**src/id_pkg.sv**
```systemverilog
`default_nettype none

package id_pkg;

    localparam int WORD_W     = 32;
    localparam int REG_ADDR_W = 5;

    typedef logic [WORD_W-1:0]     word_t;
    typedef logic [REG_ADDR_W-1:0] reg_addr_t;

    typedef enum logic [5:0] {
        OP_SPECIAL = 6'b000000,
        OP_REGIMM  = 6'b000001,
        OP_J       = 6'b000010,
        OP_JAL     = 6'b000011,
        OP_BEQ     = 6'b000100,
        OP_BNE     = 6'b000101,
        OP_BLEZ    = 6'b000110,
        OP_BGTZ    = 6'b000111,
        OP_ADDI    = 6'b001000,
        OP_ADDIU   = 6'b001001,
        OP_SLTI    = 6'b001010,
        OP_SLTIU   = 6'b001011,
        OP_ANDI    = 6'b001100,
        OP_ORI     = 6'b001101,
        OP_XORI    = 6'b001110,
        OP_LUI     = 6'b001111,
        OP_LB      = 6'b100000,
        OP_LH      = 6'b100001,
        OP_LW      = 6'b100011,
        OP_LBU     = 6'b100100,
        OP_LHU     = 6'b100101,
        OP_SB      = 6'b101000,
        OP_SH      = 6'b101001,
        OP_SW      = 6'b101011
    } opcode_e;

    typedef enum logic [5:0] {
        FN_SLL  = 6'b000000,
        FN_SRL  = 6'b000010,
        FN_SRA  = 6'b000011,
        FN_SLLV = 6'b000100,
        FN_SRLV = 6'b000110,
        FN_SRAV = 6'b000111,
        FN_JR   = 6'b001000,
        FN_JALR = 6'b001001,
        FN_ADD  = 6'b100000,
        FN_ADDU = 6'b100001,
        FN_SUB  = 6'b100010,
        FN_SUBU = 6'b100011,
        FN_AND  = 6'b100100,
        FN_OR   = 6'b100101,
        FN_XOR  = 6'b100110,
        FN_NOR  = 6'b100111,
        FN_SLT  = 6'b101010,
        FN_SLTU = 6'b101011
    } funct_e;

    typedef enum logic [4:0] {
        RI_BLTZ   = 5'b00000,
        RI_BGEZ   = 5'b00001,
        RI_BLTZAL = 5'b10000,
        RI_BGEZAL = 5'b10001
    } regimm_e;

    typedef enum logic [7:0] {
        ALU_NOP    = 8'h00,
        ALU_AND    = 8'h01, ALU_OR    = 8'h02, ALU_XOR  = 8'h03, ALU_NOR   = 8'h04,
        ALU_ADD    = 8'h05, ALU_ADDU  = 8'h06, ALU_SUB  = 8'h07, ALU_SUBU  = 8'h08,
        ALU_SLT    = 8'h09, ALU_SLTU  = 8'h0a,
        ALU_SLL    = 8'h10, ALU_SRL   = 8'h11, ALU_SRA  = 8'h12,
        ALU_SLLV   = 8'h13, ALU_SRLV  = 8'h14, ALU_SRAV = 8'h15,
        ALU_ANDI   = 8'h21, ALU_ORI   = 8'h22, ALU_XORI = 8'h23,
        ALU_ADDI   = 8'h25, ALU_ADDIU = 8'h26,
        ALU_SLTI   = 8'h29, ALU_SLTIU = 8'h2a, ALU_LUI  = 8'h2f,
        ALU_LB     = 8'h40, ALU_LBU   = 8'h41, ALU_LH   = 8'h42, ALU_LHU   = 8'h43,
        ALU_LW     = 8'h44, ALU_SB    = 8'h48, ALU_SH   = 8'h49, ALU_SW    = 8'h4a,
        ALU_BEQ    = 8'h60, ALU_BNE   = 8'h61, ALU_BGTZ = 8'h62, ALU_BLEZ  = 8'h63,
        ALU_BGEZ   = 8'h64, ALU_BLTZ  = 8'h65,
        ALU_BGEZAL = 8'h66, ALU_BLTZAL = 8'h67,
        ALU_J      = 8'h70, ALU_JAL   = 8'h71, ALU_JR   = 8'h72, ALU_JALR  = 8'h73
    } alu_op_e;

    typedef enum logic [3:0] {
        NONE     = 4'd0,
        EQ       = 4'd1,
        NE       = 4'd2,
        GTZ      = 4'd3,
        LEZ      = 4'd4,
        GEZ      = 4'd5,
        LTZ      = 4'd6,
        JUMP_IMM = 4'd7,
        JUMP_REG = 4'd8
    } branch_kind_e;

    typedef struct packed {
        opcode_e    op;
        reg_addr_t  rs;
        reg_addr_t  rt;
        reg_addr_t  rd;
        logic [4:0] shamt;
        funct_e     funct;
    } r_fmt_t;

    typedef struct packed {
        opcode_e     op;
        reg_addr_t   rs;
        reg_addr_t   rt;
        logic [15:0] imm;
    } i_fmt_t;

    typedef struct packed {
        opcode_e     op;
        logic [25:0] target;
    } j_fmt_t;

    typedef union packed {
        r_fmt_t r_fmt;
        i_fmt_t i_fmt;
        j_fmt_t j_fmt;
    } instr_u;

    typedef struct packed {
        logic      we;
        reg_addr_t dest;
        word_t     data;
    } fwd_src_t;

    typedef struct packed {
        alu_op_e      alu_op;
        logic         dest_rt;      // Write rt instead of rd.
        logic         reg_we;
        logic         mem_read;
        logic         mem_write;
        logic         link;         // Write the return address.
        branch_kind_e branch_kind;
        logic         valid_instr;
    } id_ctrl_t;

    typedef struct packed {
        word_t     pc;
        word_t     instr;
        word_t     rs_data;
        word_t     rt_data;
        alu_op_e   alu_op;
        reg_addr_t dest;
        logic      reg_we;
        logic      mem_read;
        logic      mem_write;
        word_t     return_addr;
        logic      branch_en;
        word_t     branch_target;
        logic      invalid_instr;
    } id_ex_t;

endpackage

`default_nettype wire

```
**src/instr_decoder.sv**
```systemverilog
`timescale 1ns/100ps
`default_nettype none

module instr_decoder import id_pkg::*; (
    input  instr_u   instr_i,
    output id_ctrl_t ctrl_o,
    output logic     rs_re_o,
    output logic     rt_re_o
);

    function automatic alu_op_e special_alu(funct_e f);
        case (f)
            FN_SLL:  return ALU_SLL;
            FN_SRL:  return ALU_SRL;
            FN_SRA:  return ALU_SRA;
            FN_SLLV: return ALU_SLLV;
            FN_SRLV: return ALU_SRLV;
            FN_SRAV: return ALU_SRAV;
            FN_ADD:  return ALU_ADD;
            FN_ADDU: return ALU_ADDU;
            FN_SUB:  return ALU_SUB;
            FN_SUBU: return ALU_SUBU;
            FN_AND:  return ALU_AND;
            FN_OR:   return ALU_OR;
            FN_XOR:  return ALU_XOR;
            FN_NOR:  return ALU_NOR;
            FN_SLT:  return ALU_SLT;
            FN_SLTU: return ALU_SLTU;
            default: return ALU_NOP;
        endcase
    endfunction

    function automatic alu_op_e primary_alu(opcode_e o);
        case (o)
            OP_J:     return ALU_J;
            OP_JAL:   return ALU_JAL;
            OP_BEQ:   return ALU_BEQ;
            OP_BNE:   return ALU_BNE;
            OP_BLEZ:  return ALU_BLEZ;
            OP_BGTZ:  return ALU_BGTZ;
            OP_ADDI:  return ALU_ADDI;
            OP_ADDIU: return ALU_ADDIU;
            OP_SLTI:  return ALU_SLTI;
            OP_SLTIU: return ALU_SLTIU;
            OP_ANDI:  return ALU_ANDI;
            OP_ORI:   return ALU_ORI;
            OP_XORI:  return ALU_XORI;
            OP_LUI:   return ALU_LUI;
            OP_LB:    return ALU_LB;
            OP_LH:    return ALU_LH;
            OP_LW:    return ALU_LW;
            OP_LBU:   return ALU_LBU;
            OP_LHU:   return ALU_LHU;
            OP_SB:    return ALU_SB;
            OP_SH:    return ALU_SH;
            OP_SW:    return ALU_SW;
            default:  return ALU_NOP;
        endcase
    endfunction

    always_comb begin
        ctrl_o        = '0;
        ctrl_o.alu_op = primary_alu(instr_i.r_fmt.op);  // SPECIAL and REGIMM map to NOP here.
        rs_re_o       = 1'b0;
        rt_re_o       = 1'b0;
        case (instr_i.r_fmt.op)
            OP_SPECIAL: begin
                case (instr_i.r_fmt.funct)
                    FN_SLL, FN_SRL, FN_SRA: begin
                        if (instr_i.r_fmt.rs == '0) begin
                            ctrl_o.alu_op      = special_alu(instr_i.r_fmt.funct);
                            ctrl_o.reg_we      = 1'b1;
                            ctrl_o.valid_instr = 1'b1;
                            rt_re_o            = 1'b1;
                        end
                    end
                    FN_SLLV, FN_SRLV, FN_SRAV, FN_ADD, FN_ADDU, FN_SUB, FN_SUBU,
                    FN_AND, FN_OR, FN_XOR, FN_NOR, FN_SLT, FN_SLTU: begin
                        ctrl_o.alu_op      = special_alu(instr_i.r_fmt.funct);
                        ctrl_o.reg_we      = 1'b1;
                        ctrl_o.valid_instr = 1'b1;
                        rs_re_o            = 1'b1;
                        rt_re_o            = 1'b1;
                    end
                    FN_JR: begin
                        if (instr_i.r_fmt.rt == '0 && instr_i.r_fmt.rd == '0) begin
                            ctrl_o.alu_op      = ALU_JR;
                            ctrl_o.branch_kind = JUMP_REG;
                            ctrl_o.valid_instr = 1'b1;
                            rs_re_o            = 1'b1;
                        end
                    end
                    FN_JALR: begin
                        if (instr_i.r_fmt.rt == '0) begin
                            ctrl_o.alu_op      = ALU_JALR;
                            ctrl_o.branch_kind = JUMP_REG;
                            ctrl_o.reg_we      = 1'b1;
                            ctrl_o.link        = 1'b1;
                            ctrl_o.valid_instr = 1'b1;
                            rs_re_o            = 1'b1;
                        end
                    end
                    default: ;
                endcase
            end
            OP_REGIMM: begin
                case (regimm_e'(instr_i.i_fmt.rt))
                    RI_BLTZ, RI_BGEZ, RI_BLTZAL, RI_BGEZAL: begin
                        ctrl_o.branch_kind = instr_i.i_fmt.rt[0] ? GEZ : LTZ;
                        ctrl_o.link        = instr_i.i_fmt.rt[4];  // Bit 4 marks the -AL forms.
                        ctrl_o.reg_we      = instr_i.i_fmt.rt[4];
                        ctrl_o.valid_instr = 1'b1;
                        rs_re_o            = 1'b1;
                        case ({instr_i.i_fmt.rt[4], instr_i.i_fmt.rt[0]})
                            2'b00:   ctrl_o.alu_op = ALU_BLTZ;
                            2'b01:   ctrl_o.alu_op = ALU_BGEZ;
                            2'b10:   ctrl_o.alu_op = ALU_BLTZAL;
                            default: ctrl_o.alu_op = ALU_BGEZAL;
                        endcase
                    end
                    default: ;
                endcase
            end
            OP_J: begin
                ctrl_o.branch_kind = JUMP_IMM;
                ctrl_o.valid_instr = 1'b1;
            end
            OP_JAL: begin
                ctrl_o.branch_kind = JUMP_IMM;
                ctrl_o.reg_we      = 1'b1;
                ctrl_o.link        = 1'b1;
                ctrl_o.valid_instr = 1'b1;
            end
            OP_BEQ, OP_BNE: begin
                ctrl_o.branch_kind = (instr_i.r_fmt.op == OP_BEQ) ? EQ : NE;
                ctrl_o.valid_instr = 1'b1;
                rs_re_o            = 1'b1;
                rt_re_o            = 1'b1;
            end
            OP_BLEZ, OP_BGTZ: begin
                ctrl_o.branch_kind = (instr_i.r_fmt.op == OP_BLEZ) ? LEZ : GTZ;
                ctrl_o.valid_instr = 1'b1;
                rs_re_o            = 1'b1;
            end
            OP_ADDI, OP_ADDIU, OP_SLTI, OP_SLTIU, OP_ANDI, OP_ORI, OP_XORI, OP_LUI: begin
                ctrl_o.dest_rt     = 1'b1;
                ctrl_o.reg_we      = 1'b1;
                ctrl_o.valid_instr = 1'b1;
                rs_re_o            = (instr_i.r_fmt.op != OP_LUI);
            end
            OP_LB, OP_LH, OP_LW, OP_LBU, OP_LHU: begin
                ctrl_o.dest_rt     = 1'b1;
                ctrl_o.reg_we      = 1'b1;
                ctrl_o.mem_read    = 1'b1;
                ctrl_o.valid_instr = 1'b1;
                rs_re_o            = 1'b1;
            end
            OP_SB, OP_SH, OP_SW: begin
                ctrl_o.mem_write   = 1'b1;
                ctrl_o.valid_instr = 1'b1;
                rs_re_o            = 1'b1;
                rt_re_o            = 1'b1;
            end
            default: ;
        endcase

        // Execute only writes the return address through a register write.
        assert (!ctrl_o.link || ctrl_o.reg_we)
            else $error("link set without reg_we");
    end

endmodule

`default_nettype wire

```
**src/hazard_unit.sv**
```systemverilog
`timescale 1ns/100ps
`default_nettype none

module hazard_unit import id_pkg::*; (
    input  reg_addr_t rs_idx_i,
    input  reg_addr_t rt_idx_i,
    input  logic      rs_re_i,
    input  logic      rt_re_i,
    input  word_t     rs_rdata_i,
    input  word_t     rt_rdata_i,
    input  fwd_src_t  ex_fwd_i,
    input  fwd_src_t  mem_fwd_i,
    input  logic      ex_load_i,
    input  reg_addr_t ex_dest_i,
    output word_t     rs_data_o,
    output word_t     rt_data_o,
    output logic      stall_o
);

    // The youngest result wins, so EX is checked before MEM.
    function automatic word_t pick_operand(logic re, reg_addr_t idx, word_t rdata,
                                           fwd_src_t ex, fwd_src_t mem);
        if (!re) begin
            return '0;
        end
        if (ex.we && ex.dest == idx) begin
            return ex.data;
        end
        if (mem.we && mem.dest == idx) begin
            return mem.data;
        end
        return rdata;
    endfunction

    always_comb begin
        rs_data_o = pick_operand(rs_re_i, rs_idx_i, rs_rdata_i, ex_fwd_i, mem_fwd_i);
        rt_data_o = pick_operand(rt_re_i, rt_idx_i, rt_rdata_i, ex_fwd_i, mem_fwd_i);
        stall_o   = ex_load_i && ((rs_re_i && ex_dest_i == rs_idx_i) ||
                                  (rt_re_i && ex_dest_i == rt_idx_i));  // Load data is not ready yet.
    end

endmodule

`default_nettype wire

```
**src/branch_resolve.sv**
```systemverilog
`timescale 1ns/100ps
`default_nettype none

module branch_resolve import id_pkg::*; (
    input  branch_kind_e kind_i,
    input  word_t        pc_i,
    input  instr_u       instr_i,
    input  word_t        rs_data_i,
    input  word_t        rt_data_i,
    output logic         branch_en_o,
    output word_t        target_o,
    output word_t        return_addr_o
);

    word_t pc_plus4;
    word_t br_offset;
    logic  taken;

    assign pc_plus4      = pc_i + 32'd4;
    assign br_offset     = {{14{instr_i.i_fmt.imm[15]}}, instr_i.i_fmt.imm, 2'b00};
    assign return_addr_o = pc_i + 32'd8;  // Skips the delay slot.

    always_comb begin
        case (kind_i)
            EQ:       taken = (rs_data_i == rt_data_i);
            NE:       taken = (rs_data_i != rt_data_i);
            GTZ:      taken = ($signed(rs_data_i) > 0);
            LEZ:      taken = ($signed(rs_data_i) <= 0);
            GEZ:      taken = !rs_data_i[WORD_W-1];
            LTZ:      taken = rs_data_i[WORD_W-1];
            JUMP_IMM: taken = 1'b1;
            JUMP_REG: taken = 1'b1;
            default:  taken = 1'b0;
        endcase

        target_o = '0;
        if (taken) begin
            case (kind_i)
                JUMP_IMM: target_o = {pc_plus4[31:28], instr_i.j_fmt.target, 2'b00};
                JUMP_REG: target_o = rs_data_i;
                default:  target_o = pc_plus4 + br_offset;
            endcase
        end
        branch_en_o = taken;
    end

endmodule

`default_nettype wire

```
**src/id_stage.sv**
```systemverilog
`timescale 1ns/100ps
`default_nettype none

module id_stage import id_pkg::*; (
    input  logic      clk_i,
    input  logic      rst_n_i,
    input  logic      instr_valid_i,
    input  word_t     pc_i,
    input  instr_u    instr_i,
    input  word_t     rs_rdata_i,
    input  word_t     rt_rdata_i,
    input  fwd_src_t  ex_fwd_i,
    input  fwd_src_t  mem_fwd_i,
    input  logic      ex_load_i,
    input  reg_addr_t ex_dest_i,
    output logic      stall_o,
    output id_ex_t    id_ex_o,
    output logic      id_ex_valid_o
);

    id_ctrl_t  ctrl;
    logic      rs_re;
    logic      rt_re;
    word_t     rs_data;
    word_t     rt_data;
    logic      hz_stall;
    logic      branch_en;
    word_t     branch_target;
    word_t     return_addr;
    reg_addr_t dest;
    logic      accept;
    id_ex_t    id_ex_d;

    instr_decoder u_decoder (
        .instr_i (instr_i),
        .ctrl_o  (ctrl),
        .rs_re_o (rs_re),
        .rt_re_o (rt_re)
    );

    hazard_unit u_hazard (
        .rs_idx_i   (instr_i.r_fmt.rs),
        .rt_idx_i   (instr_i.r_fmt.rt),
        .rs_re_i    (rs_re),
        .rt_re_i    (rt_re),
        .rs_rdata_i (rs_rdata_i),
        .rt_rdata_i (rt_rdata_i),
        .ex_fwd_i   (ex_fwd_i),
        .mem_fwd_i  (mem_fwd_i),
        .ex_load_i  (ex_load_i),
        .ex_dest_i  (ex_dest_i),
        .rs_data_o  (rs_data),
        .rt_data_o  (rt_data),
        .stall_o    (hz_stall)
    );

    branch_resolve u_branch (
        .kind_i        (ctrl.branch_kind),
        .pc_i          (pc_i),
        .instr_i       (instr_i),
        .rs_data_i     (rs_data),
        .rt_data_i     (rt_data),
        .branch_en_o   (branch_en),
        .target_o      (branch_target),
        .return_addr_o (return_addr)
    );

    assign stall_o = instr_valid_i && hz_stall;
    assign accept  = instr_valid_i && !hz_stall;

    // JAL and the -AL branches link through r31, JALR uses rd.
    always_comb begin
        if (ctrl.link && ctrl.branch_kind != JUMP_REG) begin
            dest = 5'd31;
        end else begin
            dest = ctrl.dest_rt ? instr_i.r_fmt.rt : instr_i.r_fmt.rd;
        end
    end

    always_comb begin
        id_ex_d.pc            = pc_i;
        id_ex_d.instr         = instr_i;
        id_ex_d.rs_data       = rs_data;
        id_ex_d.rt_data       = rt_data;
        id_ex_d.alu_op        = ctrl.alu_op;
        id_ex_d.dest          = dest;
        id_ex_d.reg_we        = ctrl.reg_we;
        id_ex_d.mem_read      = ctrl.mem_read;
        id_ex_d.mem_write     = ctrl.mem_write;
        id_ex_d.return_addr   = ctrl.link ? return_addr : '0;
        id_ex_d.branch_en     = branch_en;
        id_ex_d.branch_target = branch_target;
        id_ex_d.invalid_instr = !ctrl.valid_instr;
    end

    always_ff @(posedge clk_i or negedge rst_n_i) begin
        if (!rst_n_i) begin
            id_ex_o       <= '0;
            id_ex_valid_o <= 1'b0;
        end else begin
            id_ex_valid_o <= accept;
            id_ex_o       <= accept ? id_ex_d : '0;  // A bubble carries an empty bundle.
        end
    end

    a_stall_bubble: assert property (@(posedge clk_i) disable iff (!rst_n_i)
        instr_valid_i && stall_o |=> !id_ex_valid_o)
        else $error("stalled strobe reached the ID/EX register");

endmodule

`default_nettype wire

```
**config.mk**
```make
export PLATFORM = sky130hd
export DESIGN_NAME = id_stage
export DESIGN_NICKNAME = d
export VERILOG_FILES = /design/src/id_pkg.sv /design/src/instr_decoder.sv /design/src/hazard_unit.sv /design/src/branch_resolve.sv /design/src/id_stage.sv
export SDC_FILE = /design/constraint.sdc
export NUM_CORES = 1
export LEC_CHECK = 0
export ABC_AREA = 1
export BUFFER_PORTS_ARGS = -buffer_cell sky130_fd_sc_hd__buf_2
export CAP_MARGIN = 10
export CORE_MARGIN = 2
export CORE_UTILIZATION = 35
export CTS_BUF_LIST = sky130_fd_sc_hd__clkbuf_2
export DETAILED_ROUTE_END_ITERATION = 10
export SETUP_SLACK_MARGIN = 0.2
export SLEW_MARGIN = 25
export SYNTH_ARGS = -nofsm -noshare
export SYNTH_HDL_FRONTEND = slang
export SYNTH_HIERARCHICAL = 1
export SYNTH_SLANG_ARGS = --single-unit
```
**constraint.sdc**
```tcl
create_clock -name clk_i -period 3.6 [get_ports clk_i]
set_input_delay 0.36 -clock clk_i [delete_from_list [all_inputs] [get_ports clk_i]]
set_output_delay 0.36 -clock clk_i [all_outputs]
set_load 0.005 [all_outputs]
```
==> flow_summary.yaml <==
clock_tree:
  clockBufferDepth: 3
  numClockSinks: 211
  root_buffer: "clkbuf_2"
  htree_levels: 2
  cts_tree: "built"
  cts_buffers: 59
  cts.clk_slew.worst_paths_ns: 0.10
final_layout:
  fillerInstances: 4962
  area_growth_syn_to_layout_pct: 42.69
  final_area_um2: 25090
  nets: 3570
  drive_gt1_share_pct: 30.67
timing:
  tns_ns: 0
  max_freq_mhz: 295.5
  finalSetupViolations: 0
  rsz0062_at_grt: "true"
  worst_slew_pin_slew_ns: 0.6292
  drv_slew: 0
  fin_crit_sh_pct: 93.99
  relSlewSlack_pct: 58.05
  hold_viol: 0
  holdWs_ns: 0.06863
  timing.final.crit_period_ns: 3.384
drt:
  avgRoutedWirePerCell_um: 17.60
  final_antenna_net_count: 0
  avgViaCountPerCell: 4.721
  drt_iter0_markers: 1343
  vias: 19030
  dr.pass1.iters: 5
  totalWireLength_um: 70930
  drc: 0
run_status:
  run_status: "finished, final reports clean"
worst_hold_path:
  worstHoldPathCells: 9
  min_path_type: "input port to flip-flop"
  min_from: "instr_i[30]"
  holdPathEnd: "id_ex_o[67]"
job:
  cap_violations: 0
die:
  core_um2: 49860
  pin_count: 425
  die_area_um2: 52040
  floorplan.initialDensity_pct: 35.26
  num_rows: 82
  die_h_um: 228.1
  die_w_um: 228.1
grt:
  grt_pass1_wl_um: 107100
  first_global_vias: 19150
  track_usage_pct: 26.27
  antenna_found_initial: 11
  grt_max_degree: 84
  overflow: 0
logic_synthesis:
  yosysMostFrequentCell: "nand2_1"
  synth.distinct_cells: 56
  syn_inst: 2438
  yosys_register_bits: 211
  synth_top_area_share_pct: 30.03
  synthFlopType: "dfrtp_1"
  syn_nets: 2700
  synth_edf_count: 0
  synth_common_cells: "nand2_1, inv_1, nor2_1"
  ys_async_sr_fraction_pct: 100.0
  syn_area_um2: 17580
  yosysTopAreaCell: "dfrtp_1"
  avgSynthCellArea_um2: 7.211
  ys.warnings.count: 6
  ys_seq_area_share_pct: 30.03
  synthTopCellsByArea: "dfrtp_1, nor2_4, nand2_1"
placement:
  port_buffers: 424
  dp_hpwl_um: 53670
  placed_cell_area_um2: 21370
  gp_congestion: 0.9933
setup_path:
  endpoint_kind: "flip-flop"
  worstPathRequired_ns: 4.49
  path_class: "input port to flip-flop"
  cp_max_fo: 32
  critPathLaunchType: "input port"
  cp_data_arrival_time_ns: 4.27
power_and_ir_drop:
  p_leak_nw: 13.56
  power_density_nw_per_um2: 264.5
  ir_worst_vdd_mv: 0.1636
==> power by group <==
part,internal (mW),total (mW),switching [mW]
clock,0.761,1.89,1.13
sequential,2.45,2.48,0.0288
combinational,0.961,2.27,1.31
==> placed cells by master, fill, tap and decap left out, drive strengths merged, types with 4 or more instances in the layout <==
master | netlist | routed
xnor2 | 39 | 39
o21ai | 43 | 43
ha | 48 | 48
and2 | 5 | 5
diode | 0 | 6
inv | 429 | 430
nand3 | 246 | 246
a22o | 12 | 12
nor4 | 5 | 5
nand2 | 596 | 596
clkbuf | 10 | 86
nand4 | 13 | 13
clkinv | 0 | 22
a21oi | 48 | 48
o211ai | 4 | 4
nor2 | 547 | 547
or2 | 4 | 4
xor2 | 52 | 52
dfrtp | 211 | 211
a31oi | 4 | 4
o21bai | 5 | 5
o22ai | 6 | 6
buf | 73 | 615
nor3 | 16 | 16
dlygate4sd3 | 0 | 267
==> sequential cells by signal, indices dropped and copies added, names as in the netlist <==
| signal | count |
|---|---|
| id_ex_valid_o | 1 |
| id_ex_o | 210 |
==> cells by family (layout without fill, tap and decap cells) <==
group	after synthesis	count (layout)	share of synthesized area [%]
compound gates	132	132	4.491
xor+xnor	91	91	4.534
fa+ha+maj	49	49	3.530
buf+inv	512	1426	13.89
flops	211	211	30.03
mux	2	2	0.1139
other cells	1	7	0.02133
simple gates	1440	1440	43.38
==> worst max path at each step <==
| stage | startpoint | to | slack (ns) | cells past startpoint |
|---|---|---|---|---|
| final | instr_i[21] | id_ex_o[10] | 0.22 | 28 |
| after global routing | instr_i[29] | id_ex_o[28] | 0.12 | 29 |
| after CTS | instr_i[29] | id_ex_o[175] | 0.22 | 19 |
| after detailed placement | instr_i[26] | id_ex_o[27] | -0.24 | 29 |
| after global placement | instr_i[26] | id_ex_o[21] | -0.27 | 28 |
| after floorplan | instr_i[26] | id_ex_o[23] | 0.34 | 28 |
==> worst max-delay path, stage by stage <==
cell	delay, ns
dlygate4sd3_1	0.54
buf_6	0.17
inv_1	0.11
nand2_1	0.07
nand3_1	0.15
inv_1	0.10
nand3_2	0.10
buf_12	0.18
nand2_1	0.18
nand3_1	0.08
dlygate4sd3_1	0.56
nand2_1	0.06
inv_1	0.05
buf_4	0.13
inv_1	0.11
nand2_1	0.06
nor3_1	0.15
nand2_1	0.08
nor2_1	0.08
nand2_1	0.08
nand4_1	0.11
nand2_2	0.08
nor2_4	0.16
buf_4	0.15
buf_12	0.13
nor2_1	0.04
inv_1	0.09
nor2_4	0.04
==> per-layer routing <==
layer	wire, µm	vias to the layer above	track usage (%)
li1	-	9146	-
met1	29080	8860	32.23
met2	33170	840	43.94
met3	5256	169	5.313
met4	3378	10	12.95
met5	53	-	0
==> repair_timing <==
action,4_1_cts,5_1_grt
hold buffers,268,5
setup buffers,0,11
endpoints found under the hold margin,415,11
gates resized for setup,0,51
endpoints found under the setup margin,0,111
==> final cells by class <==
cell class	count	area, µm²	share of cell area (%)
antenna	6	15.01	0.05985
tap	672	840.8	3.352
sequential	211	5280	21.05
multi-input combinational	1715	9970	39.74
inverter	429	1639	6.534
clock buffer	80	400.4	1.596
clock inverter	25	157.7	0.6284
timing repair inverter	1	8.758	0.03491
timing repair buffer	891	6775	27.01
==> through the flow <==
stage	worst slack (ns)	instances	power [mW]	utilization [%]
6_report	0.2163	4030	6.635	50.31
5_1_grt	0.1216	4027	7.056	50.30
4_1_cts	0.2167	4004	6.660	49.40
3_5_place_dp	-0.2360	3631	4.464	42.87
3_3_place_gp	-0.2706	3631	4.459	42.87
2_1_floorplan	0.3380	2438	3.654	-
Power figures use the tool's default switching activity.
